<file path="src/fetchq_macros.svh">
`ifndef FETCHQ_MACROS_SVH
`define FETCHQ_MACROS_SVH

// queue geometry
// number of entries, any depth from 1 up, power of two not needed
`define FQ_DEPTH 8

// width of pc and of the instruction word
`define FQ_XLEN 32

// occupancy count, must hold 0 .. FQ_DEPTH inclusive
`define FQ_CNT_W ($clog2(`FQ_DEPTH + 1))

// pointer and ram address width, never below one bit
`define FQ_ADDR_W ((`FQ_DEPTH > 1) ? $clog2(`FQ_DEPTH) : 1)

`endif

</file>
<file path="src/fetchq_pkg.sv">
`default_nettype none

`include "fetchq_macros.svh"

package fetchq_pkg;

  // =========================================================================
  // opcodes recognised by the predecoder
  // =========================================================================
  parameter logic [6:0] OPC_BRANCH = 7'b1100011;
  parameter logic [6:0] OPC_JALR   = 7'b1100111;

  // one queue entry as pushed by fetch
  typedef struct packed {
    logic [`FQ_XLEN-1:0] pc;
    logic [`FQ_XLEN-1:0] inst;
  } fetch_entry_t;

  // i-type layout, immediate in one piece
  typedef struct packed {
    logic [11:0] imm;
    logic [4:0]  rs1;
    logic [2:0]  funct3;
    logic [4:0]  rd;
    logic [6:0]  opcode;
  } itype_t;

  // b-type layout, immediate scattered over two fields pairs
  typedef struct packed {
    logic        imm12;
    logic [5:0]  imm10_5;
    logic [4:0]  rs2;
    logic [4:0]  rs1;
    logic [2:0]  funct3;
    logic [3:0]  imm4_1;
    logic        imm11;
    logic [6:0]  opcode;
  } btype_t;

  // same word, two views; opcode sits in the same bits in both
  typedef union packed {
    itype_t itype;
    btype_t btype;
  } inst_word_t;

  typedef enum logic [1:0] {
    CLASS_OTHER  = 2'd0,
    CLASS_BRANCH = 2'd1,
    CLASS_JUMP   = 2'd2
  } inst_class_e;

  // downstream payload to decode
  typedef struct packed {
    logic [`FQ_XLEN-1:0] pc;
    logic [`FQ_XLEN-1:0] inst;
    inst_class_e         inst_class;
    logic [`FQ_XLEN-1:0] imm;
  } decoded_inst_t;

endpackage

`default_nettype wire

</file>
<file path="src/sdp_ram.sv">
`default_nettype none

`include "fetchq_macros.svh"

module sdp_ram
  import fetchq_pkg::*;
(
  input  logic                  clk,
  input  logic                  rst_n,
  input  logic                  we_i,
  input  logic [`FQ_ADDR_W-1:0] waddr_i,
  input  fetch_entry_t          wdata_i,
  input  logic [`FQ_ADDR_W-1:0] raddr_i,
  output fetch_entry_t          rdata_o
);

  // storage array
  fetch_entry_t mem [`FQ_DEPTH];
  // read port output register
  fetch_entry_t rdata_q;

  // write port
  always_ff @(posedge clk) begin
    if (we_i) begin
      mem[waddr_i] <= wdata_i;
    end
  end

  // registered read port
  // write-first, same-cycle write to the read address wins
  always_ff @(posedge clk or negedge rst_n) begin
    if (!rst_n) begin
      rdata_q <= '0;
    end else if (we_i && (waddr_i == raddr_i)) begin
      rdata_q <= wdata_i;
    end else begin
      rdata_q <= mem[raddr_i];
    end
  end

  assign rdata_o = rdata_q;

endmodule

`default_nettype wire

</file>
<file path="src/sync_fifo.sv">
`default_nettype none

`include "fetchq_macros.svh"

module sync_fifo
  import fetchq_pkg::*;
(
  input  logic                 clk,
  input  logic                 rst_n,
  input  logic                 flush_i,
  input  logic                 push_i,
  input  fetch_entry_t         data_i,
  input  logic                 pop_i,
  output fetch_entry_t         data_o,
  output logic                 empty_o,
  output logic                 full_o,
  output logic [`FQ_CNT_W-1:0] usage_o
);

  localparam int unsigned ADDR_W = `FQ_ADDR_W;
  localparam int unsigned CNT_W  = `FQ_CNT_W;
  // last valid slot, pointers wrap here
  localparam logic [ADDR_W-1:0] LAST_IDX = ADDR_W'(`FQ_DEPTH - 1);
  localparam logic [CNT_W-1:0]  FULL_CNT = CNT_W'(`FQ_DEPTH);

  // =========================================================================
  // state
  // =========================================================================
  logic [ADDR_W-1:0] rd_ptr_q;
  logic [ADDR_W-1:0] rd_ptr_n;
  logic [ADDR_W-1:0] wr_ptr_q;
  logic [ADDR_W-1:0] wr_ptr_n;
  logic [CNT_W-1:0]  cnt_q;
  logic [CNT_W-1:0]  cnt_n;

  logic              ram_we;
  fetch_entry_t      ram_rdata;
  logic              push_ok;
  logic              pop_ok;
  logic              bypass;

  // ram read address is the next read pointer,
  // so the new head is already registered after the edge
  sdp_ram u_ram (
    .clk     (clk),
    .rst_n   (rst_n),
    .we_i    (ram_we),
    .waddr_i (wr_ptr_q),
    .wdata_i (data_i),
    .raddr_i (rd_ptr_n),
    .rdata_o (ram_rdata)
  );

  // =========================================================================
  // status
  // =========================================================================
  assign full_o  = (cnt_q == FULL_CNT);
  // fall-through, push into empty queue counts as not empty
  assign empty_o = (cnt_q == '0) && !push_i;
  assign usage_o = cnt_q;

  assign bypass  = (cnt_q == '0) && push_i;
  assign push_ok = push_i && !full_o;
  assign pop_ok  = pop_i && !empty_o;

  // next-state pointers and count
  always_comb begin
    rd_ptr_n = rd_ptr_q;
    wr_ptr_n = wr_ptr_q;
    ram_we   = 1'b0;
    data_o   = ram_rdata;

    if (push_ok) begin
      ram_we   = 1'b1;
      // explicit wrap, works for any depth
      wr_ptr_n = (wr_ptr_q == LAST_IDX) ? '0 : wr_ptr_q + 1'b1;
    end

    if (pop_ok) begin
      rd_ptr_n = (rd_ptr_q == LAST_IDX) ? '0 : rd_ptr_q + 1'b1;
    end

    // push and pop together leave the count alone
    case ({push_ok, pop_ok})
      2'b10:   cnt_n = cnt_q + 1'b1;
      2'b01:   cnt_n = cnt_q - 1'b1;
      default: cnt_n = cnt_q;
    endcase

    // empty queue, incoming word goes straight to the head
    if (bypass) begin
      data_o = data_i;
      // taken in the same cycle, nothing is stored
      if (pop_i) begin
        ram_we   = 1'b0;
        rd_ptr_n = rd_ptr_q;
        wr_ptr_n = wr_ptr_q;
        cnt_n    = cnt_q;
      end
    end
  end

  // flush beats push and pop
  always_ff @(posedge clk or negedge rst_n) begin
    if (!rst_n) begin
      rd_ptr_q <= '0;
      wr_ptr_q <= '0;
      cnt_q    <= '0;
    end else if (flush_i) begin
      rd_ptr_q <= '0;
      wr_ptr_q <= '0;
      cnt_q    <= '0;
    end else begin
      rd_ptr_q <= rd_ptr_n;
      wr_ptr_q <= wr_ptr_n;
      cnt_q    <= cnt_n;
    end
  end

endmodule

`default_nettype wire

</file>
<file path="src/predecode.sv">
`default_nettype none

`include "fetchq_macros.svh"

module predecode
  import fetchq_pkg::*;
(
  input  fetch_entry_t  entry_i,
  output decoded_inst_t dec_o
);

  // =========================================================================
  // instruction views
  // =========================================================================
  inst_word_t              iw;
  logic [6:0]              opcode;
  logic [`FQ_XLEN-1:0]     imm_b;
  logic [`FQ_XLEN-1:0]     imm_i;
  inst_class_e             cls;
  logic [`FQ_XLEN-1:0]     imm;

  assign iw     = entry_i.inst;
  // opcode field is shared by both layouts
  assign opcode = iw.itype.opcode;

  // b-type immediate, reassembled, bit 0 always zero
  assign imm_b = {
    {(`FQ_XLEN - 12){iw.btype.imm12}},
    iw.btype.imm11,
    iw.btype.imm10_5,
    iw.btype.imm4_1,
    1'b0
  };

  // i-type immediate, sign extended
  assign imm_i = {{(`FQ_XLEN - 12){iw.itype.imm[11]}}, iw.itype.imm};

  // =========================================================================
  // classification
  // =========================================================================
  always_comb begin
    case (opcode)
      OPC_BRANCH: begin
        cls = CLASS_BRANCH;
        imm = imm_b;
      end
      OPC_JALR: begin
        cls = CLASS_JUMP;
        imm = imm_i;
      end
      default: begin
        // no target for anything else
        cls = CLASS_OTHER;
        imm = '0;
      end
    endcase
  end

  // pc and raw word go through untouched
  assign dec_o.pc         = entry_i.pc;
  assign dec_o.inst       = entry_i.inst;
  assign dec_o.inst_class = cls;
  assign dec_o.imm        = imm;

endmodule

`default_nettype wire

</file>
<file path="src/fetchq_top.sv">
`default_nettype none

module fetchq_top
  import fetchq_pkg::*;
(
  input  logic          clk,
  input  logic          rst_n,
  input  logic          flush_i,
  input  logic          push_i,
  input  fetch_entry_t  push_entry_i,
  output logic          credit_o,
  output logic          out_valid_o,
  input  logic          out_ready_i,
  output decoded_inst_t out_inst_o
);

  logic         fifo_push;
  logic         fifo_empty;
  logic         xfer;
  fetch_entry_t head;
  logic         credit_q;

  // =========================================================================
  // upstream side
  // =========================================================================
  // push during a redirect is dropped
  assign fifo_push = push_i && !flush_i;

  // full and usage unused, fetch credits bound the occupancy
  sync_fifo u_fifo (
    .clk     (clk),
    .rst_n   (rst_n),
    .flush_i (flush_i),
    .push_i  (fifo_push),
    .data_i  (push_entry_i),
    .pop_i   (xfer),
    .data_o  (head),
    .empty_o (fifo_empty),
    .full_o  (),
    .usage_o ()
  );

  // =========================================================================
  // downstream side
  // =========================================================================
  // head is hidden while flushing
  assign out_valid_o = !fifo_empty && !flush_i;
  // handshake, also the fifo pop
  assign xfer        = out_valid_o && out_ready_i;

  // combinational classify of the head
  predecode u_predecode (
    .entry_i (head),
    .dec_o   (out_inst_o)
  );

  // one credit back, one cycle after every entry that leaves
  always_ff @(posedge clk or negedge rst_n) begin
    if (!rst_n) begin
      credit_q <= 1'b0;
    end else begin
      credit_q <= xfer;
    end
  end

  assign credit_o = credit_q;

endmodule

`default_nettype wire

</file>
<file path="config.mk">
export PLATFORM = sky130hd
export DESIGN_NAME = fetchq_top
export DESIGN_NICKNAME = d
export VERILOG_FILES = /design/src/fetchq_pkg.sv /design/src/sdp_ram.sv /design/src/sync_fifo.sv /design/src/predecode.sv /design/src/fetchq_top.sv
export VERILOG_INCLUDE_DIRS = /design/src
export SDC_FILE = /design/constraint.sdc
export NUM_CORES = 1
export LEC_CHECK = 0
export BUFFER_PORTS_ARGS = -buffer_cell sky130_fd_sc_hd__buf_2
export CORE_MARGIN = 2
export CORE_UTILIZATION = 30
export CTS_BUF_LIST = sky130_fd_sc_hd__clkbuf_16
export DETAILED_ROUTE_END_ITERATION = 7
export PLACE_DENSITY_LB_ADDON = 0.12
export SYNTH_ARGS = -nofsm -noshare
export SYNTH_HDL_FRONTEND = slang
export SYNTH_HIERARCHICAL = 1
export SYNTH_SLANG_ARGS = --single-unit
</file>
<file path="constraint.sdc">
create_clock -name clk -period 17.6 [get_ports clk]
set_clock_uncertainty 0.05 [all_clocks]
set_input_delay 0.88 -clock clk [delete_from_list [all_inputs] [get_ports clk]]
set_output_delay 0.88 -clock clk [all_outputs]
set_load 0.01 [all_outputs]
</file>
Word level (Yosys, flattened, before mapping):

Memories as Yosys holds them, arrays and structs flattened. A register that Yosys moved wholly into a read port is not among the register bits.
Cells that the tools add are included.

* add/sub/neg operators: 4
* reductions and logical operators: 13
* equal/unequal tests: 8
* multiplexer cells: 22

Operators with widths (number)
* two-way mux 64 bit: 1
* one-hot mux 32 bit (2 select lines): 1
* two-way mux 3 bit: 10
* == test 7 bit, second input constant: 2
* two-way mux 4 bit: 3
* one-hot mux 4 bit (2 select lines): 1
* logical AND 1 bit: 7
* adder 3 x 1 -> 3 bit, second input constant: 2
* == test 3 bit, second input constant: 2
* logical NOT 1 bit: 5
* two-way mux 1 bit: 5
* adder 4 x 1 -> 4 bit, second input constant: 1
* == test 4 bit, second input constant: 1
* logical NOT 4 bit: 1
* one-hot mux 2 bit (2 select lines): 1
* subtractor 4 x 1 -> 4 bit, second input constant: 1
* inequality test 3 bit, second input constant: 1
* == test 2 x 1 -> 1 bit, second input constant: 1
* == test 2 bit, second input constant: 1

* memories: 1
* input port bits: 69
* word-level logic and storage cells: 52
* flip-flop bits (word level): 11
* bits in writable memories: 512
* output and inout port bits: 100

Memories
* u_fifo.u_ram.mem: words 8, width 64, read ports 1, clocked after memory_dff 1, wr ports 1, RTL line sdp_ram.sv:18 `` fetch_entry_t mem [`FQ_DEPTH]; ``

Depth between registers and ports, before layout:

Gate-level depths: netlist of run 1.

* depth in word-level cells: 13
* depth in mapped cells: 15
* depth with buffers taken out: 9

By module:

Netlist of run 1, hierarchy kept.

By module, submodules not included
* sdp_ram: seq. area each 16976.3 um2, area an instance 21658.3 um2, cells each 891, times used 1
* sync_fifo: seq. area each 250.2 um2, area an instance 1585.3 um2, cells each 161, times used 1
* predecode: seq. area each 0.0 um2, area an instance 853.3 um2, cells each 117, times used 1
* fetchq_top: seq. area each 25.0 um2, area an instance 47.5 um2, cells each 4, times used 1

Least setup slack after synthesis of run 1:

No wires, ideal clock.

* path type: input port to flip-flop
* from: input push_i
* to: memory u_fifo/u_ram/mem[0][0] (netlist bit), enable pin
* data arrival time: 6.750 ns
* required time: 16.985 ns
* library setup time: 0.565 ns
* setup slack: 10.235 ns
* path buffers: 3
* stages on the path: 11
* path through: nor2b_1 buf_2 clkbuf_1 nor3_1 nor3b_2 clkbuf_1 nor2_1 o21ai_4 inv_1 nand2b_1 nor3_1

* cells in the longest elaborated chain, start to end: 10
* elaborated cells on any way between the ends: 13
* classes of those cells: 5 x mux; 8 x reduce/logical

RTL lines
* start: declaration: RTL line fetchq_top.sv:9 `input logic push_i,`
* logical AND 1 bit: RTL line fetchq_top.sv:27 `assign fifo_push = push_i && !flush_i;`
* logical NOT 1 bit: RTL line sync_fifo.sv:59 `assign empty_o = (cnt_q == '0) && !push_i;`
* logical AND 1 bit: RTL line sync_fifo.sv:59
* via fifo_empty: RTL line fetchq_top.sv:18 `logic fifo_empty;`
* logical NOT 1 bit: RTL line fetchq_top.sv:47 `assign out_valid_o = !fifo_empty && !flush_i;`
* logical AND 1 bit: RTL line fetchq_top.sv:47
* logical AND 1 bit: RTL line fetchq_top.sv:49 `assign xfer = out_valid_o && out_ready_i;`
* via xfer: RTL line fetchq_top.sv:19 `logic xfer;`
* two-way mux 1 bit: RTL line sync_fifo.sv:94 `if (pop_i) begin`
* two-way mux 1 bit: RTL line sync_fifo.sv:91 `if (bypass) begin`
* via u_fifo.ram_we: RTL line sync_fifo.sv:36 `logic ram_we;`
* two-way mux 1 bit: RTL line sdp_ram.sv:24 `if (we_i) begin`
* two-way mux 1 bit (implied by the code): RTL line sdp_ram.sv:25 `mem[waddr_i] <= wdata_i;`
* end: declaration: RTL line sdp_ram.sv:18

The timed path passes the listed nets, and every way through them passes these cells.

==> summary.md, run 1 <==
| Metric | Value |
|---|---|
| Hold Slack | `0.272 ns` |
| Run status | `finished, final reports clean` |
| Post-layout instance area | `~0.028 mm^2` |
| Area grow syn2layout | `14.7%` |
| I/O pin count | `169` |
| # hold bufs at CTS | `0` |
| Cell variety after synth | `46` |
| FF-to-FF setup slack | `12.87 ns` |
| Synthesized area per cell | `20.6 um^2` |
| Root Driver | `clkbuf_16` |
| Most used DFF post-synth | `edfxtp_1` |
| R2R Path End | `u_fifo/u_ram/rdata_o[22]` |
| Largest net degree at the start of global routing | `around 100` |
| Yosys top cell area share | `63.7%` |
| Mapped Nets | `1,249` |
| Post-layout min period | `4.73 ns` |
| Vias/cell | `4.66` |
| Final Cycle Share | `26.9%` |
| Initial DRC count | `620` |
| Max Fclk | `211 MHz` |
| Vias in the first global route | `approximately 12,000` |
| Least-Margin Pin Slew | `1.08 ns` |
| Largest buffer count on any clock path | `3` |
| Leakage | `0.00926 uW` |
| IO Port Bufs | `168` |
| Cell taking the most area after synthesis | `edfxtp_1` |
| Fill cells | `7,591` |
| Htree depth | `3` |
| Startpoint Class | `primary input` |
| Core Area | `0.0802 mm^2` |
| Post-detail-place hpwl | `30,100 um` |
| Total Wirelength | `57,500 um` |
| RD Place Congestion | `0.682` |
| CTS clock-pin slew for the worst setup and hold paths | `~0.060 ns` |
| First-pass GRT wire length | `85,000 um` |
| Post-route antenna net violation count | `0` |
| Syn Inst Count | `about 1,200` |
| Remaining DRCs | `0` |
| Die area | `0.0828 mm^2` |
| FF-to-FF path depth | `12` |
| P per Cell Area | `117 mW/mm^2` |
| CP Class | `primary input to output port` |
| GRT Overall Usage | `14.1%` |
| Slew Viols, Final | `0` |
| Crit Path Max Fanout | `20` |
| Num CTS Buffers | `68` |
| Ys Warns | `6` |
| Register area share after synthesis | `a little under three quarters` |
| Area after DPL | `approximately 0.026 mm^2` |
| Endpoints failing setup | `0` |
| # Max-Cap Violations | `0` |
| Post-CTS Setup Inserts | `0` |
| Wirelength per Cell | `23.9 um` |
| Skew-Pair Late Insertion Delay | `0.60 ns` |
| Post-Route Setup TNS | `0 ns` |
| Critical Path AT | `3.80 ns` |
| Starting Density | `30.1%` |
| Slew HR | `between 20 and 30%` |
| Yosys reg bits | `about 590` |
| FFs w/ async S/R, synth | `between 10 and 15%` |
| Synth top area cells | `edfxtp_1 (64%), mux4_2 (12%), mux2_2 (8.3%)` |
| Post_cts resized | `0` |
| Cell Area, Synth | `0.0241 mm^2` |
| CTS tree | `built` |
| Die height | `288 um` |
| Initial antenna violation count | `9` |
| Final hold vios | `0` |
| Most frequent CP cell | `buf_2` |
| Slowest CP cell | `nor3_1` |
| Vias | `around 11,000` |
| Row cnt | `104` |
| Worst Hold Class | `primary input to async pin` |
| Reg-to-Reg Start | `u_fifo/usage_o[0]` |
| Nets@finish | `~1,400` |
| Worst endpoint required time | `16.67 ns` |
| Critical Path Sink Type | `output port` |
| Maximum vdd drop | `0.0000531 V` |
| Crit-path cells | `buf_2 > nor2b_1 > buf_4 > nand3_4 > mux2_1 > nand4b_4 > nor3_1 > buf_2` |
| Layout cells sized above 1 | `44.8%` |
| Unrepaired setup endpoints after global routing | `no` |
| Delay of the slowest cell on the worst path | `between 0.6 and 0.7 ns` |
| Die width | `288 um` |
| Grt total ovfl | `0` |
| EDFF count, synth | `512` |
| Clock Sinks | `587` |
| DR pass1 iterations | `5` |
## cells in the final DEF (no fill, tap or decap), drive strengths merged, types with 2 or more instances in the layout
| master | instances |
|---|---|
| bufinv | 4 |
| nand2 | 8 |
| ha | 6 |
| buf | 189 |
| o21ai | 6 |
| or3 | 2 |
| nor2 | 13 |
| edfxtp | 512 |
| mux2 | 194 |
| a31oi | 3 |
| dfrtp | 75 |
| nand2b | 6 |
| nand3 | 2 |
| nor2b | 4 |
| mux4 | 128 |
| xnor2 | 4 |
| nor3 | 23 |
| clkbuf | 70 |
| a21oi | 11 |
| mux2i | 8 |
| inv | 35 |
| clkinv | 27 |
## final cells by class
class                           count  area [um^2]  share of cell area (%)
Multi-Input combinational cell    433         5950                    21.5
Timing Repair Buffer              189         1010                    3.66
Clock inverter                     55          355                    1.28
Inverter                           11         41.3                   0.149
Sequential cell                   587        17300                    62.3
Tap cell                         1060         1330                    4.79
Clock buffer                       70         1750                    6.32
Antenna cell                        1         2.50                 0.00904
## sequential cells by signal, summed over array words and instances, names as in the netlist
name	count
u_fifo/rd_ptr_q	3
u_fifo/wr_ptr_q	3
credit_o	1
u_fifo/usage_o	4
u_fifo/u_ram/mem	512
u_fifo/u_ram/rdata_o	64
## metrics by stage
step	setup WS (ns)	util, %	std cells	power [uW]
CTS	12.65	34.5	2405	3300
floorplan	10.24	-	1173	1860
global placement	12.24	31.9	2280	1940
global route	12.35	34.5	2405	3380
finish	12.87	34.6	2406	3230
detailed placement	12.23	31.9	2280	1940
## critical path: cells and delay by family
family	cells	cell delay (ns)
buffers and inverters	3	0.67
AND/OR/NAND/NOR	4	1.63
multiplexers	1	0.56
## cell usage after synthesis (all sizes together), types with 2 or more instances
library cell / number
nand2b: 6
ha: 6
mux2: 194
nor3: 23
xnor2: 4
nor2b: 4
buf: 123
nand2: 8
nor2: 13
or3: 2
mux2i: 8
inv: 11
edfxtp: 512
dfrtp: 75
mux4: 128
clkbuf: 19
a21oi: 11
a31oi: 3
o21ai: 6
nand3: 2
## cell families after synthesis
family / synth area share [%]
flip-flops: 71.5
buffers and inverters: 4.26
AND/OR/NAND/NOR: 1.57
adder cells (fa/ha/maj): 0.394
multiplexers: 21.3
XOR/XNOR: 0.181
AO/OA/AOI/OAI: 0.829
## where the power goes
group          internal [uW]  switching (uW)
Clock                    779             551
Sequential              1560            15.7
Combinational            154             175
Total                   2490             742
## worst max-delay path by stage
stage	endpoint	start	slack [ns]	cells past startpoint
5_1_grt	u_fifo/u_ram/rdata_o[31]	u_fifo/usage_o[0]	12.35	12
3_3_place_gp	u_fifo/u_ram/rdata_o[19]	flush_i	12.24	14
6_report	out_inst_o[11]	flush_i	12.87	8
3_5_place_dp	u_fifo/u_ram/rdata_o[19]	flush_i	12.23	14
4_1_cts	u_fifo/u_ram/rdata_o[31]	u_fifo/usage_o[0]	12.65	12
2_1_floorplan	u_fifo/u_ram/mem[0][0]	push_i	10.24	11
## layer usage
layer  wire, um  global-route usage, %  up-vias  part of all wire, %
met3       2520                   3.13       85                  4.4
li1           -                      -     4896                    -
met2      27400                   22.7      203                   48
met4        876                   3.70       16                  1.5
met5         93                      0        -                 0.16
met1      26600                   19.3     6002                   46
No activity file was read; power rests on OpenSTA's default activity.
==> run 2, diff against run 1 <==
==> constraint.sdc (replaced) <==
create_clock -name clk -period 4.1 [get_ports clk]
set_clock_uncertainty 0.05 [all_clocks]
set_input_delay 0.205 -clock clk [delete_from_list [all_inputs] [get_ports clk]]
set_output_delay 0.205 -clock clk [all_outputs]
set_load 0.01 [all_outputs]
==> summary.md, run 2 (synthesis results as in run 1) <==
| Metric | Value |
|---|---|
| Largest net degree at the start of global routing | `66 (-36%)` |
| CTS clock-pin slew for the worst setup and hold paths | `0.06 ns (about the same)` |
| Fill cells | `7,519 (-0.95%)` |
| Comb pwr share | `10.8% (+0.6 points)` |
| Vias in the first global route | `12,350 (+1.6%)` |
| Nets@finish | `1,451 (+6.2%)` |
| Net Switching | `3230 uW (+340%)` |
| Int Power | `10,800 uW (+330%)` |
| P per Cell Area | `488 mW/mm^2 (+320%)` |
| Critical Path AT | `3.68 ns (-0.12 ns)` |
| Post-detail-place hpwl | `30,400 um (+0.98%)` |
| Unrepaired setup endpoints after global routing | `no` |
| Clk pwr share | `41.1% (about the same)` |
| Largest buffer count on any clock path | `3 (unchanged)` |
| Vias/cell | `4.63 (-0.55%)` |
| Final cell count without fillers | `2,492 (+3.6%)` |
| RD Place Congestion | `0.686 (+0.60%)` |
| M1 GR Usage | `19.7% (+0.35 points)` |
| Layout cells sized above 1 | `43.2% (-1.6 points)` |
| Die width | `288 um (unchanged)` |
| Startpoint Class | `flop` |
| Starting Density | `30.1% (unchanged)` |
| CP Class | `flop to output port` |
| Biggest register | `u_fifo/u_ram/mem` |
| Crit path buffers/inverters | `2 (-1)` |
| Htree depth | `3 (unchanged)` |
| Num CTS Buffers | `69 (+1.5%)` |
| Core Area | `0.0802 mm^2 (unchanged)` |
| Remaining DRCs | `0 (unchanged)` |
| Leakage | `0.00970 uW (+4.7%)` |
| Slew Viols, Final | `0 (unchanged)` |
| Clock Sinks | `587 (unchanged)` |
| GRT Overall Usage | `14.3% (+0.20 points)` |
| Met2 Use GR | `23.4% (+0.61 points)` |
| Maximum vdd drop | `0.000234 V (+340%)` |
| Hold depth | `3` |
| Slowest CP cell | `nor3_1` |
| Post_cts resized | `0 (unchanged)` |
| Skew-Pair Late Insertion Delay | `0.59 ns (about the same)` |
| Met3 Use GR | `2.53% (-0.60 points)` |
| Largest delay share family, worst path | `simple AND/OR/NAND/NOR gates` |
| FF-to-FF path depth | `9 (-3)` |
| Die height | `288 um (unchanged)` |
| IO Port Bufs | `168 (unchanged)` |
| Worst Hold Class | `primary input to flop` |
| Post-CTS Setup Inserts | `0 (unchanged)` |
| Area grow syn2layout | `18.8%` |
| Initial antenna violation count | `5 (-4)` |
| Post-layout min period | `3.93 ns` |
| Post-layout instance area | `0.0287 mm^2 (+3.6%)` |
| Grt total ovfl | `0 (unchanged)` |
| Final hold vios | `0 (unchanged)` |
| Die area | `0.0828 mm^2 (unchanged)` |
| Levels on crit path | `7 (-1)` |
| Row cnt | `104 (unchanged)` |
| Slew HR | `54.2% (+26 points)` |
| # placed instances | `2,298 (+0.79%)` |
| Most frequent cells in the layout | `edfxtp_1 (512), mux2_2 (175), buf_2 (167), mux4_2 (128), dfrtp_1 (75)` |
| Initial DRC count | `631 (+1.8%)` |
| Area after DPL | `0.0259 mm^2 (+1.2%)` |
| Crit-path cells | `buf_4 > nor3_4 > nand3_4 > mux2_1 > nand4b_4 > nor3_1 > buf_2` |
| Run status | `finished, final reports clean` |
| Worst endpoint required time | `3.85 ns (-12.82 ns)` |
| Delay of the slowest cell on the worst path | `0.63 ns (about the same)` |
| # hold bufs at CTS | `66 (+66)` |
| Vias | `11,539 (+3.0%)` |
| DR pass1 iterations | `4 (-1)` |
| Total Wirelength | `58,700 um (+2.2%)` |
| Max reg flops | `512 (unchanged)` |
| Share of power burned in registers | `48.1% (-0.6 points)` |
| Least-Margin Pin Slew | `0.688 ns (-0.397 ns)` |
| Final core occ | `35.8% (+1.2 points)` |
| # Max-Cap Violations | `0 (unchanged)` |
| CTS tree | `built` |
| Critical Path Sink Type | `output port` |
| Endpoints failing setup | `0 (unchanged)` |
| Final Cycle Share | `95.9%` |
| I/O pin count | `169 (unchanged)` |
| Root Driver | `clkbuf_16` |
| Commonest non-fill, non-tap cell in the layout | `edfxtp_1` |
| Max Fclk | `254 MHz` |
| Post-route antenna net violation count | `0 (unchanged)` |
| Wirelength per Cell | `23.6 um (-1.3%)` |
| First-pass GRT wire length | `85,900 um (+1.0%)` |
| Crit Path Max Fanout | `16 (-20%)` |
| Sw Share | `23.1% (+0.12 points)` |
| Most Crowded Layer GR | `met2` |
[run 2: cell types whose count changed in the layout (fill, tap and decap cells not counted), moves of 2 or more]
cell / previous run / this run
buf_12: 1 / 13
clkinv_2: 9 / 4
nor3_4: 1 / 3
clkbuf_16: 70 / 72
inv_1: 30 / 39
buf_4: 21 / 27
dlygate4sd3_1: 0 / 66
clkinv_1: 17 / 14
[run 2: layout make-up]
type / instances / area (um^2) / area share (%)
antenna: 1 / 2.50 / 0.00872
timing repair buffer: 273 / 1960 / 6.83
clock buffer: 72 / 1800 / 6.28
tap: 1060 / 1330 / 4.62
sequential: 587 / 17300 / 60.1
clock inverter: 55 / 325 / 1.13
multi-input combinational: 433 / 5970 / 20.8
inverter: 11 / 41.3 / 0.144
[run 2: path summary, 6_finish.rpt]
check                                   startpoint                       end  slack [ns]
worst max-delay path             u_fifo/usage_o[1]            out_inst_o[11]        0.17
worst min register to register  u_fifo/wr_ptr_q[2]        u_fifo/wr_ptr_q[2]        0.60
min in group asynchronous                    rst_n   u_fifo/u_ram/rdata_o[4]        0.12
worst max register to register   u_fifo/usage_o[1]   u_fifo/u_ram/rdata_o[0]        0.55
worst min-delay path                   out_ready_i                  credit_o         0.1
max in group asynchronous                    rst_n  u_fifo/u_ram/rdata_o[51]        2.88
[run 2: stage by stage]
step                power (uW)  setup TNS, ns  hold slack, ns  setup slack (ns)
floorplan                 7990         -20.89          -0.141           -0.0624
finish                   14000              0          0.0988             0.169
CTS                      14300              0          0.0398            0.0821
detailed placement        8370              0           0.249             0.504
global placement          8370              0           0.245             0.508
global route             14600              0          0.0815            0.0387
[run 2: worst reg2reg max path, cell delays in order (launching register included)]
cell and delay [ns]:
dfrtp_1 0.39, or3_1 0.41, nor3_2 0.17, nor3b_2 0.10, o41ai_4 0.10, mux2_8 0.67, buf_4 0.62, mux4_2 0.39
mux2_2 0.28, mux2_2 0.26
[run 2: power groups by stage]
stage | Clock [uW] | Combinational [uW] | Sequential, uW
final | 5750 | 1510 | 6740
after global routing | 6160 | 1660 | 6760
after CTS | 5950 | 1570 | 6740
after detailed placement | 0 | 1510 | 6860
after global placement | 0 | 1500 | 6870
after floorplan | 0 | 1140 | 6840
[run 2: per-layer routing]
layer,wire length (um),vias to the layer above
li1,-,5061
met1,26900,6181
met3,2270,81
met2,28300,210
met5,37,-
met4,1210,6
